===== src/vga_pkg.sv =====
// ------------------------------
// 640x480 at 50 MHz, two clk cycles per pixel
// sprite colours come from a fixed rule, not image data
// ------------------------------
package vga_pkg;

  // counter types
  typedef logic [10:0] hcount_t;
  typedef logic [9:0]  vcount_t;

  // horizontal, in clk cycles
  localparam hcount_t h_active = 11'd1280;
  localparam hcount_t h_front  = 11'd32;
  localparam hcount_t h_sync   = 11'd192;
  localparam hcount_t h_back   = 11'd96;
  localparam hcount_t h_total  = 11'd1600;

  // vertical, in lines
  localparam vcount_t v_active = 10'd480;
  localparam vcount_t v_front  = 10'd10;
  localparam vcount_t v_sync   = 10'd2;
  localparam vcount_t v_back   = 10'd33;
  localparam vcount_t v_total  = 10'd525;

  // grid, in pixels and tiles
  localparam logic [5:0] sprite_size = 6'd16;
  localparam logic [5:0] wall_size   = 6'd32;
  localparam logic [4:0] wall_cols   = 5'd20;
  localparam logic [4:0] wall_rows   = 5'd15;

  typedef struct packed {
    logic [4:0] r;
    logic [5:0] g;
    logic [4:0] b;
  } rgb565_t;

  typedef enum logic [2:0] {
    addr_x   = 3'd0,
    addr_y   = 3'd1,
    addr_cmd = 3'd2
  } reg_addr_e;

  typedef enum logic [7:0] {
    cmd_none       = 8'd0,
    cmd_apple      = 8'd1,
    cmd_head_right = 8'd2
  } sprite_cmd_e;

  typedef enum logic [1:0] {
    obj_background,
    obj_wall,
    obj_apple,
    obj_head
  } object_e;

  // stand-in image data, shared by the ROMs and the checker
  function automatic rgb565_t sprite_color(object_e kind, logic [9:0] addr);
    rgb565_t word;
    word = '0;
    case (kind)
      obj_wall: begin
        word.r = addr[4:0];
        word.g = '1;
        word.b = addr[9:5];
      end
      obj_apple: begin
        word.r = '1;
        word.g = addr[7:2];
      end
      obj_head: begin
        word.g = addr[7:2];
        word.b = '1;
      end
      default: word = '0;
    endcase
    return word;
  endfunction

endpackage


===== src/vga_if.sv =====
// ------------------------------
// scan and fetch buses between the pipeline stages
// ------------------------------
`timescale 1ns/100ps

// raw scan position plus its decodes
interface scan_if;
  import vga_pkg::*;

  hcount_t hcount;
  vcount_t vcount;
  logic    blank_n;
  logic    hs;
  logic    vs;
  // pixel clock is hcount bit 0
  logic    pix_clk;

  modport source (output hcount, vcount, blank_n, hs, vs, pix_clk);
  modport sink   (input  hcount, vcount, blank_n, hs, vs, pix_clk);
endinterface

// object tag, ROM addresses and syncs, one stage late
interface fetch_if;
  import vga_pkg::*;

  object_e    object;
  logic [7:0] apple_addr;
  logic [7:0] head_addr;
  logic [9:0] wall_addr;
  logic       blank_n;
  logic       hs;
  logic       vs;
  logic       pix_clk;

  modport source (
    output object, apple_addr, head_addr, wall_addr,
    output blank_n, hs, vs, pix_clk
  );
  modport sink (
    input object, apple_addr, head_addr, wall_addr,
    input blank_n, hs, vs, pix_clk
  );
endinterface


===== src/tile_select.sv =====
// ------------------------------
// one cycle; priority apple, head, wall, black
// apple hidden until first placed after reset
// ------------------------------
`timescale 1ns/100ps

module tile_select (
  input  logic                 clk,
  input  logic                 reset,
  scan_if.sink                 scan,
  input  logic [7:0]           x_pos,
  input  logic [7:0]           y_pos,
  input  logic [7:0]           apple_x,
  input  logic [7:0]           apple_y,
  input  vga_pkg::sprite_cmd_e cmd,
  fetch_if.source              fetch
);
  import vga_pkg::*;

  // log2 of cell sizes, 4 and 5
  localparam int sprite_bits = $clog2(sprite_size);
  localparam int wall_bits   = $clog2(wall_size);

  logic [9:0] column;
  logic [9:0] row;
  logic [5:0] sprite_col;
  logic [5:0] sprite_row;
  logic [4:0] tile_col;
  logic [4:0] tile_row;
  logic       apple_placed;
  logic       apple_hit;
  logic       head_hit;
  logic       wall_hit;
  object_e    object_next;

  // pixel column drops the half-pixel bit
  assign column = scan.hcount[10:1];
  assign row    = scan.vcount;

  // 16 pixel sprite cells and 32 pixel wall tiles
  assign sprite_col = column[9:sprite_bits];
  assign sprite_row = row[9:sprite_bits];
  assign tile_col   = column[9:wall_bits];
  assign tile_row   = row[9:wall_bits];

  // set on the first apple command
  always_ff @(posedge clk or posedge reset) begin
    if (reset) begin
      apple_placed <= 1'b0;
    end else if (cmd == cmd_apple) begin
      apple_placed <= 1'b1;
    end
  end

  // ------------------------------
  // hit tests
  // ------------------------------
  assign apple_hit = apple_placed &&
                     (sprite_col == apple_x[5:0]) && (sprite_row == apple_y[5:0]);

  // head only shown under its own command
  assign head_hit = (cmd == cmd_head_right) &&
                    (sprite_col == x_pos[5:0]) && (sprite_row == y_pos[5:0]);

  // side walls skip the top row, top and bottom span the width
  assign wall_hit = (((tile_col == 5'd0) || (tile_col == wall_cols - 5'd1)) &&
                     (tile_row > 5'd1)) ||
                    (tile_row == 5'd1) || (tile_row == wall_rows - 5'd1);

  always_comb begin
    if (apple_hit) begin
      object_next = obj_apple;
    end else if (head_hit) begin
      object_next = obj_head;
    end else if (wall_hit) begin
      object_next = obj_wall;
    end else begin
      object_next = obj_background;
    end
  end

  // ------------------------------
  // output stage
  // ------------------------------
  always_ff @(posedge clk or posedge reset) begin
    if (reset) begin
      fetch.object     <= obj_background;
      fetch.apple_addr <= '0;
      fetch.head_addr  <= '0;
      fetch.wall_addr  <= '0;
      fetch.blank_n    <= 1'b0;
      fetch.hs         <= 1'b0;
      fetch.vs         <= 1'b0;
      fetch.pix_clk    <= 1'b0;
    end else begin
      fetch.object     <= object_next;
      // row major within the cell
      fetch.apple_addr <= {row[sprite_bits-1:0], column[sprite_bits-1:0]};
      fetch.head_addr  <= {row[sprite_bits-1:0], column[sprite_bits-1:0]};
      fetch.wall_addr  <= {row[wall_bits-1:0], column[wall_bits-1:0]};
      fetch.blank_n    <= scan.blank_n;
      fetch.hs         <= scan.hs;
      fetch.vs         <= scan.vs;
      fetch.pix_clk    <= scan.pix_clk;
    end
  end

endmodule


===== src/flat_wrapper.sv =====
// flat-port wrapper written by rule: the top's interface ports become plain ports
module tile_select_flat import vga_pkg::*;
  (clk, reset, x_pos, y_pos, apple_x, apple_y, cmd, scan_hcount, scan_vcount, scan_blank_n, scan_hs, scan_vs, scan_pix_clk, fetch_object, fetch_apple_addr, fetch_head_addr, fetch_wall_addr, fetch_blank_n, fetch_hs, fetch_vs, fetch_pix_clk);
  scan_if scan_i ();
  fetch_if fetch_i ();
  input  logic clk;
  input  logic reset;
  input  logic [7:0] x_pos;
  input  logic [7:0] y_pos;
  input  logic [7:0] apple_x;
  input  logic [7:0] apple_y;
  input  vga_pkg::sprite_cmd_e cmd;
  input wire logic [$bits(scan_i.hcount)-1:0] scan_hcount;
  input wire logic [$bits(scan_i.vcount)-1:0] scan_vcount;
  input wire logic [$bits(scan_i.blank_n)-1:0] scan_blank_n;
  input wire logic [$bits(scan_i.hs)-1:0] scan_hs;
  input wire logic [$bits(scan_i.vs)-1:0] scan_vs;
  input wire logic [$bits(scan_i.pix_clk)-1:0] scan_pix_clk;
  output wire logic [$bits(fetch_i.object)-1:0] fetch_object;
  output wire logic [$bits(fetch_i.apple_addr)-1:0] fetch_apple_addr;
  output wire logic [$bits(fetch_i.head_addr)-1:0] fetch_head_addr;
  output wire logic [$bits(fetch_i.wall_addr)-1:0] fetch_wall_addr;
  output wire logic [$bits(fetch_i.blank_n)-1:0] fetch_blank_n;
  output wire logic [$bits(fetch_i.hs)-1:0] fetch_hs;
  output wire logic [$bits(fetch_i.vs)-1:0] fetch_vs;
  output wire logic [$bits(fetch_i.pix_clk)-1:0] fetch_pix_clk;
  assign scan_i.hcount = scan_hcount;
  assign scan_i.vcount = scan_vcount;
  assign scan_i.blank_n = scan_blank_n;
  assign scan_i.hs = scan_hs;
  assign scan_i.vs = scan_vs;
  assign scan_i.pix_clk = scan_pix_clk;
  assign fetch_object = fetch_i.object;
  assign fetch_apple_addr = fetch_i.apple_addr;
  assign fetch_head_addr = fetch_i.head_addr;
  assign fetch_wall_addr = fetch_i.wall_addr;
  assign fetch_blank_n = fetch_i.blank_n;
  assign fetch_hs = fetch_i.hs;
  assign fetch_vs = fetch_i.vs;
  assign fetch_pix_clk = fetch_i.pix_clk;
  tile_select u_core (.clk(clk), .reset(reset), .scan(scan_i), .x_pos(x_pos), .y_pos(y_pos), .apple_x(apple_x), .apple_y(apple_y), .cmd(cmd), .fetch(fetch_i));
endmodule

===== config.mk =====
export PLATFORM = sky130hd
export DESIGN_NAME = tile_select_flat
export DESIGN_NICKNAME = d
export VERILOG_FILES = /design/src/vga_pkg.sv /design/src/vga_if.sv /design/src/tile_select.sv /design/src/flat_wrapper.sv
export SDC_FILE = /design/constraint.sdc
export NUM_CORES = 1
export LEC_CHECK = 0
export ABC_CLOCK_PERIOD_IN_PS = 1200
export BUFFER_PORTS_ARGS = -buffer_cell sky130_fd_sc_hd__clkbuf_2
export CAP_MARGIN = 30
export CORE_MARGIN = 5
export CORE_UTILIZATION = 30
export CTS_CLUSTER_DIAMETER = 30
export CTS_CLUSTER_SIZE = 14
export DETAILED_ROUTE_END_ITERATION = 8
export GPL_TIMING_DRIVEN = 0
export PLACE_DENSITY = 0.78
export SETUP_SLACK_MARGIN = 0.5
export SLEW_MARGIN = 20
export SYNTH_ARGS = -nofsm -noshare
export SYNTH_HDL_FRONTEND = slang
export SYNTH_SLANG_ARGS = --single-unit

===== constraint.sdc =====
create_clock -name clk -period 1.2 [get_ports clk]
set_input_delay 0.06 -clock clk [delete_from_list [all_inputs] [get_ports clk]]
set_output_delay 0.06 -clock clk [all_outputs]
set_load 0.01 [all_outputs]

==> key figures, run 1 <==
Clock network
  • # H-tree levels: 1
  • Skew-Pair Late Insertion Delay: 0.27 ns
  • CTS tree: yes
  • CTS Sinks: 17
  • Hold_buf cts: 14
  • Clock tree root driver cell: clkbuf_4
  • Clock Pin Slew Worst Setup and Hold Paths: 0.09 ns
  • Setup Fix Bufs, Post-CTS: 0
  • Max clock buf depth: 2
  • CTS Buf Count: 3

Floorplan
  • Boundary pin count: 99
  • Die Ht: 65.6 microns
  • Core area: 3000 sq um
  • Row cnt: 20
  • Die area: 4310 sq um
  • Initial Utilization: 0.309
  • Die width: 65.6 microns

Detailed routing
  • Via count: 1004
  • Post-route ant nets: 0
  • DRC Markers: 0
  • Drt first pass iters: 3
  • Drt first-iter violations: 20
  • WL per Instance: 13.4 microns
  • Via/cell ratio: 4.46
  • Final WL: 3020 microns

Final layout
  • Ratio of cells with drive above 1 in the final layout: 0.589
  • Net count, final: 260
  • N_diodes: 0
  • Area grow syn2layout: 92.2%

Yosys
  • Yosys cell types: 19
  • Commonest cells in the netlist: xnor2_1, dfrtp_1, buf_4, nand4_1
  • Seq cells post-synth: 17
  • Post-Syn Area: 928 sq um
  • Asr flop ratio synth: 1.00
  • Simple-gate area share of the yosys netlist: 0.132
  • Post-Synth XOR/XNOR Area: 0.226
  • Register area share after synthesis: 0.458
  • Syn nets: 152
  • Most frequent cell after synthesis: xnor2_1
  • Top_reg_cell synth: dfrtp_1
  • Adder-cell share of the synthesized area: 0
  • Leading area contributor after synthesis: dfrtp_1
  • Synth Area in Compound Gates: 0.0418
  • Synth Warn #: 0
  • Synth top area share: 0.458
  • Post-synth EDFFs: 0
  • Largest family of logic cells by synthesized area: XOR/XNOR gates
  • Post-synthesis cell count: 85
  • Avg Cell Area, Syn: 10.9 sq um
  • Top cells by area, synth: dfrtp_1, xnor2_1, buf_4
  • Mux cell area share after synthesis: 0

Critical path
  • Critical Path RT: 1.14 ns
  • Startpoint Class: flop
  • Element type at the critical path end: output pin
  • Setup CP Type: flop to output pin
  • Crit-path max FO: 3
  • Arr. time, crit path: 0.96 ns
  • Reg2Reg Depth: 3
  • Setup slack, reg-to-reg: 0.28 ns

Timing
  • Worst-margin pin slew: 0.597 ns
  • Max Transition Viols Final: 0
  • Final Hold Violating Endpoints: 17
  • Worst setup margin: 0.179 ns
  • Hold slack: -0.177 ns
  • FMAX: 979 MHz
  • Setup-failing EPs final: 0
  • Final min period: 1.02 ns
  • Final worst path period share: 0.851
  • RSZ-0062 raised after global routing: yes
  • Rel. slew slack: 0.601
  • Clk_skew: 0.0000356 ns

Global routing
  • Initial antenna violation count: 0
  • Gr ovfl total: 0
  • Vias in the first global route: 1011
  • Largest net degree at the start of global routing: 18
  • GRT Total Usage: 0.131
  • First-pass GRT wire length: 4390 microns

Power and ir drop
  • Power Dens Cells: 772 nW/um^2
  • Maximum vdd drop: 291 uV
  • Leakage: 0.000890 uW

Placement
  • Worst slack at placement: -0.0865 ns
  • GPL Wtd Cong: 0.692
  • Post-DP HPWL: 2310 microns
  • Port Buf Inserts: 89

Status
  • Status: finished, violations left
  • Failing checks: hold timing

Worst hold path
  • Hold WC Path Type: input port to async pin

Job
  • Max-Cap Viols: 0
## path summary, 6_finish.rpt
kind	startpoint	end
hold reg to reg	u_core.apple_placed	u_core.apple_placed
max in group asynchronous	reset	u_core.fetch.wall_addr[8]
setup reg to reg	u_core.apple_placed	u_core.fetch.object[1]
setup / recovery	u_core.fetch.apple_addr[3]	fetch_head_addr[3]
hold / removal	reset	u_core.fetch.apple_addr[6]
min in group clk	cmd[0]	u_core.apple_placed
## metal layers
layer,track usage,share of wire
met5,0,0
met4,0.0544,0.0083
met3,0.0393,0.11
met2,0.232,0.49
met1,0.143,0.40
## worst max-delay path, stage by stage, from the launching register on
cell and delay [ns]:
dfrtp_1 0.44, buf_6 0.14, buf_6 0.11
## power by group
part	switching (uW)	internal (uW)
clock	154	129
sequential	24.4	604
combinational	181	286
total	359	1020
## state kept, by name, summed over array words and instances, names as in the netlist
register and cells:
u_core.fetch.pix_clk 1, u_core.fetch.vs 1, u_core.fetch.object 2, u_core.fetch.wall_addr 3
u_core.fetch.hs 1, u_core.fetch.blank_n 1, u_core.fetch.apple_addr 7, u_core.apple_placed 1
## through the flow
stage	std cells	TNS, ns	total power [uW]	utilization	area [sq um]
after CTS	225	0	1320	0.528	1590
after global placement	207	-0.131	989	0.471	1420
final	225	0	1380	0.594	1780
after floorplan	85	0	801	-	928
after global routing	225	0	1470	0.594	1780
after detailed placement	207	-0.130	998	0.471	1420
## cell usage in the layout, fill, tap and decap left out, types with 2 or more instances in the layout
cell type / netlist / routed
clkbuf_2: 0 / 70
buf_6: 0 / 34
xnor2_1: 24 / 24
dfrtp_1: 17 / 17
dlygate4sd3_1: 0 / 14
nand4_1: 5 / 5
inv_1: 3 / 3
nand3_1: 3 / 3
o21ai_0: 3 / 3
clkbuf_4: 0 / 3
nand2_1: 2 / 2
nor3_1: 2 / 2
## logic make-up after synthesis
family | Yosys count
AOI/OAI and AO/OA | 6
xor gates and xnor gates | 24
DFF | 17
buffers and inverters | 19
and+or+nand+nor | 19
## timing repair
action                     4_1_cts  5_1_grt
setup endpoints to repair       35       35
hold endpoints to repair        31       17
gates resized for setup          1       60
pin swaps                        0        3
## cell type report
| cell class | count | area (sq um) |
|---|---|---|
| timing repair buffer | 103 | 698 |
| clock buffer | 4 | 26.3 |
| fill | 259 | 1220 |
| buffer | 16 | 180 |
| inverter | 3 | 11.3 |
| tap | 33 | 41.3 |
| sequential | 17 | 425 |
| multi-input combinational | 49 | 402 |
(Power assumes the default switching activity.)
==> run 2: changes to the inputs <==
- REMOVE_ABC_BUFFERS: default -> 1
- SLEW_MARGIN: 20 -> default
==> run 2 against run 1 <==
The flow still finishes with violations (hold timing). Core utilization decreased by 9.7 points. Clock power about the same. Non-clock buffer count decreased by 15. Sequential power decreased by 1%. Combinational power decreased by 21%. First-iteration DRC count decreased by 25%. Via count decreased by 8.6%. Cell count decreased by 6.7%. Flip-flop and latch count unchanged.
==> key figures, run 2 (same netlist as run 1, synthesis figures left out) <==
Status
  • Status: finished, violations left
  • Failing checks: hold timing

Detailed routing
  • Drt first pass iters: 4
  • Drt first-iter violations: 15
  • Via count: 918
  • Via/cell ratio: 4.37
  • Post-route ant nets: 0
  • Final WL: 2670 microns
  • DRC Markers: 0
  • WL per Instance: 12.7 microns

Final layout
  • Largest regs: u_core.fetch.apple_addr: 7 flops, u_core.fetch.wall_addr: 3 flops, u_core.fetch.object: 2 flops
  • Ratio of cells with drive above 1 in the final layout: 0.537
  • Biggest register: u_core.fetch.apple_addr
  • Net count, final: 245
  • Commonest cells after routing, fill and taps aside: clkbuf_2, xnor2_1, dfrtp_1
  • Area grow syn2layout: 60.6%
  • Most common cell after layout, fill and taps aside: clkbuf_2
  • N_diodes: 0
  • Max reg flops: 7

Clock network
  • # H-tree levels: 1
  • CTS Buf Count: 3
  • Max clock buf depth: 2
  • CTS tree: yes
  • Hold_buf cts: 14
  • CTS Sinks: 17
  • Clock tree root driver cell: clkbuf_4
  • Skew-Pair Late Insertion Delay: 0.27 ns
  • Clock Pin Slew Worst Setup and Hold Paths: 0.08 ns

Timing
  • Worst-margin pin slew: 0.593 ns
  • FMAX: 983 MHz
  • Final min period: 1.02 ns
  • Final Hold Violating Endpoints: 17
  • Max Transition Viols Final: 0
  • Hold slack: -0.171 ns
  • Final worst path period share: 0.848
  • Final TNS setup: 0 ns
  • Clk_skew: 0.000793 ns
  • Setup-failing EPs final: 0
  • Rel. slew slack: 0.604
  • RSZ-0062 raised after global routing: yes

Critical path
  • Crit-path max FO: 2
  • Crit path largest cell delay: 0.49 ns
  • Slowest cell on the critical path: or4_4
  • Crit path from: cmd[5]
  • CP cell instances: buf_6, nor4_4, nand4_1, or4_4, a31oi_1
  • Critical Path RT: 1.40 ns
  • Startpoint Class: input port
  • Element type at the critical path end: flop
  • Reg2Reg Depth: 3
  • Critical R2R Launch: u_core.apple_placed
  • Setup CP Type: input port to flop
  • Arr. time, crit path: 1.21 ns

Floorplan
  • Boundary pin count: 99
  • Die Ht: 65.6 microns
  • Row cnt: 20
  • Initial Utilization: 0.309
  • Die width: 65.6 microns
  • Core area: 3000 sq um
  • Die area: 4310 sq um

Power and ir drop
  • Pwr Total: 1270 uW
  • Power Dens Cells: 849 nW/um^2
  • Maximum vdd drop: 277 uV
  • Leakage: 0.000768 uW

Global routing
  • Largest net degree at the start of global routing: 18
  • Vias in the first global route: 913
  • Initial antenna violation count: 0
  • GRT Total Usage: 0.120
  • First-pass GRT wire length: 4000 microns
  • Gr ovfl total: 0

Placement
  • Post-DP HPWL: 2270 microns
  • GPL Wtd Cong: 0.750
  • Port Buf Inserts: 89

Job
  • Max-Cap Viols: 0

Worst hold path
  • Hold WC Path Type: input port to async pin
==> run 2: cell types whose count changed in the layout (fill, tap and decap cells not counted), sizes merged <==
cell / delta
clkbuf: +15
buf: -30
==> run 2: path summary, 6_finish.rpt <==
path	end	slack, ns
setup / recovery	u_core.fetch.object[0]	0.18
hold / removal	u_core.apple_placed	-0.17
setup reg to reg	u_core.fetch.object[1]	0.34
hold reg to reg	u_core.apple_placed	0.48
max in group asynchronous	u_core.fetch.wall_addr[9]	0.99
min in group clk	u_core.apple_placed	0.05
==> run 2: through the flow <==
step,setup WS (ns),area [sq um],util,std cells
after global placement,-0.179,1290,0.431,191
after global routing,0.148,1490,0.497,210
after CTS,0.158,1470,0.489,210
after floorplan,0.0688,808,-,69
final,0.182,1490,0.497,210
after detailed placement,-0.191,1290,0.431,191
==> run 2: final cells by class <==
type,instances,area [sq um]
well taps,33,41.3
multi-input cells,49,375
inverters,3,11.3
clock buffers,4,26.3
flip-flops and latches,17,425
fillers,284,1510
repair buffers,104,612
==> run 2: critical path: cells and delay by family <==
family          cells  cell delay [ns]
simple gates        3             0.91
compound gates      1             0.15
buf+inv             1             0.10
==> run 2: power by group <==
part	internal [uW]	leakage (uW)	switching, uW	total [uW]
sequential	604	0.000203	17.0	621
clock	129	0.0000150	151	280
combinational	205	0.000550	161	366
==> run 2: metal layers <==
layer	GRT usage	share of wire
met1	0.135	0.38
met2	0.218	0.49
met3	0.0325	0.13
met4	0.0389	0
met5	0	0
==> run 2: what timing repair did <==
action,CTS,global route
hold endpoints to repair,31,17
resized for setup,0,8
setup endpoints to repair,34,35
pin swaps,2,1
setup buffers,1,0
==> run 3: changes to the inputs <==
- ABC_AREA: default -> 1
- ABC_CLOCK_PERIOD_IN_PS: 1200 -> 900
- PLACE_DENSITY: 0.78 -> 0.74
- clock period: 1.2 -> 0.9 ns (I/O delays scaled with it)
==> run 3 against run 2 <==
The flow still finishes with violations (hold timing). Synthesized cell count grew 120%. Count of clock-buffer cells in the layout is the same. Core utilization is 5.5 points lower. Clock power up 94%.
==> key figures, run 3 <==
Clock network
  • Skew-Pair Late Insertion Delay: 0.24 ns
  • Clock tree root driver cell: clkbuf_8
  • CTS Sinks: 17
  • Clock Pin Slew Worst Setup and Hold Paths: 0.06 ns
  • CTS Buf Count: 3
  • # H-tree levels: 1
  • Max clock buf depth: 2
  • CTS tree: yes

Detailed routing
  • Post-route ant nets: 0
  • Final WL: 3130 microns
  • DRC Markers: 0
  • Via/cell ratio: 4.12
  • Drt first pass iters: 4
  • WL per Instance: 9.92 microns
  • Via count: 1298
  • Drt first-iter violations: 46

Final layout
  • Biggest register: u_core.fetch.apple_addr
  • Fin cells: 315
  • Most common cell after layout, fill and taps aside: nand2_1
  • N_diodes: 0
  • Area grow syn2layout: 38.9%
  • Commonest cells after routing, fill and taps aside: nand2_1, clkbuf_2, buf_2
  • Finished Core Util: 0.442
  • Largest regs: u_core.fetch.apple_addr: 7 flops, u_core.fetch.wall_addr: 3 flops, u_core.fetch.object: 2 flops
  • Ratio of cells with drive above 1 in the final layout: 0.404
  • Max reg flops: 7
  • Net count, final: 335

Global routing
  • Initial antenna violation count: 0
  • Largest net degree at the start of global routing: 18
  • Vias in the first global route: 1185
  • Gr ovfl total: 0
  • First-pass GRT wire length: 4830 microns
  • GRT Total Usage: 0.117

Placement
  • Worst slack at placement: -0.0132 ns
  • Post-DP HPWL: 2880 microns
  • GPL Wtd Cong: 0.886
  • Port Buf Inserts: 89
  • Placed cells: 310

Floorplan
  • Die width: 73.0 microns
  • Initial Utilization: 0.318
  • Die area: 5330 sq um
  • Boundary pin count: 99
  • Row cnt: 22
  • Core area: 3740 sq um
  • Die Ht: 73.0 microns

Yosys
  • Post-Syn Area: 1190 sq um
  • Yosys cell types: 15
  • Most frequent cell after synthesis: nand2_1
  • Synth top area share: 0.358
  • Avg Cell Area, Syn: 6.30 sq um
  • Synth Warn #: 0
  • Asr flop ratio synth: 1.00
  • Top cells by area, synth: dfrtp_1, nand2_1, buf_4
  • Leading area contributor after synthesis: dfrtp_1
  • Post-synth EDFFs: 0
  • Top_reg_cell synth: dfrtp_1
  • Commonest cells in the netlist: nand2_1, inv_1, nor2_1, dfrtp_1, buf_4
  • Seq cells post-synth: 17
  • Register area share after synthesis: 0.358
  • Post-synthesis cell count: 189

Timing
  • Final Hold Violating Endpoints: 31
  • Final worst path period share: 0.955
  • RSZ-0062 raised after global routing: yes
  • Rel. slew slack: 0.760
  • Final min period: 0.860 ns
  • Worst-margin pin slew: 0.359 ns
  • Clk_skew: 0.00163 ns
  • Hold slack: -0.235 ns
  • FMAX: 1160 MHz
  • Setup-failing EPs final: 0
  • Worst setup margin: 0.0403 ns
  • Max Transition Viols Final: 0

Power and ir drop
  • Logic pwr share: 0.274
  • Flop pwr share: 0.437
  • Switch share: 0.281
  • Clock power frac: 0.288
  • Leakage: 0.00106 uW
  • Int Pwr: 1360 uW
  • Power Dens Cells: 1140 nW/um^2
  • Switching power: 530 uW
  • Maximum vdd drop: 353 uV

Critical path
  • CP top delay family: flip-flops
  • Startpoint Class: flop
  • Crit-path max FO: 3
  • Worst Path Buf+Inv: 0
  • Slowest cell on the critical path: dfrtp_1
  • Setup CP Type: flop to flop
  • Arr. time, crit path: 0.99 ns
  • Element type at the critical path end: flop
  • CP cell instances: nand3_1, nor2_1, nand2_1, nor2_2, a21oi_2
  • Crit path largest cell delay: 0.37 ns
  • Critical Path RT: 1.03 ns

Status
  • Failing checks: hold timing
  • Status: finished, violations left

Job
  • Max-Cap Viols: 0

Worst hold path
  • Hold WC Path Type: input port to async pin
[run 3: cell types whose count changed in the layout (fill, tap and decap cells not counted), moves of 3 or more]
cell / delta
buf_2: +28
nand2_1: +69
inv_1: +22
nand3_1: +5
clkbuf_2: -28
dlygate4sd3_1: -14
nor2_1: +23
clkbuf_8: +3
xnor2_1: -21
inv_2: +11
clkbuf_4: -3
[run 3: worst paths after layout]
kind / start / to / cells past startpoint / slack, ns
max: u_core.apple_placed / u_core.fetch.object[0] / 5 / 0.04
min: reset / u_core.fetch.apple_addr[5] / 2 / -0.24
max reg2reg: u_core.apple_placed / u_core.fetch.object[0] / 5 / 0.04
min reg2reg: u_core.apple_placed / u_core.apple_placed / 1 / 0.52
max in group asynchronous: reset / u_core.fetch.apple_addr[4] / 2 / 0.90
min in group clk: scan_hs / u_core.fetch.hs / 1 / -0.10
[run 3: power by group through the flow]
| stage | Sequential [uW] | Clock (uW) | Combinational [uW] |
|---|---|---|---|
| after floorplan | 879 | 0 | 200 |
| after global placement | 841 | 0 | 499 |
| after detailed placement | 842 | 0 | 507 |
| after CTS | 828 | 577 | 517 |
| after global routing | 830 | 607 | 589 |
| final | 825 | 544 | 518 |
[run 3: cell type report]
class	count	area (sq um)
multi-input cells	119	508
fillers	417	2090
flip-flops and latches	17	425
repair buffers	90	472
inverters	37	143
well taps	48	60.1
clock buffers	4	45.0
[run 3: through the flow]
stage	setup TNS (ns)	power (uW)	hold slack [ns]	area [sq um]
2_1_floorplan	0	1080	-0.0289	1070
3_3_place_gp	0	1340	0.137	1580
3_5_place_dp	-0.0132	1350	0.144	1580
4_1_cts	0	1920	-0.124	1630
5_1_grt	-0.0183	2030	-0.207	1650
6_report	0	1890	-0.235	1650
[run 3: what timing repair did]
action | 4_1_cts | 5_1_grt
hold endpoints to repair | 31 | 31
pin swaps | 2 | 0
gates resized for setup | 0 | 38
cloned | 0 | 0
setup endpoints to repair | 35 | 52
setup buffers | 1 | 0
[run 3: layer usage]
metal	vias up	wire length [microns]	global-route usage
li1	695	-	-
met1	531	1250	0.135
met2	70	1390	0.199
met3	2	446	0.0317
met4	0	38	0.0574
met5	-	0	0
[run 3: kinds of logic (layout without fill, tap and decap cells)]
group,count (synthesis),in the layout,synth area share
compound gates,6,6,0.0305
xor+xnor,5,5,0.0368
buf+inv,53,131,0.218
flops,17,17,0.358
simple gates,108,108,0.358
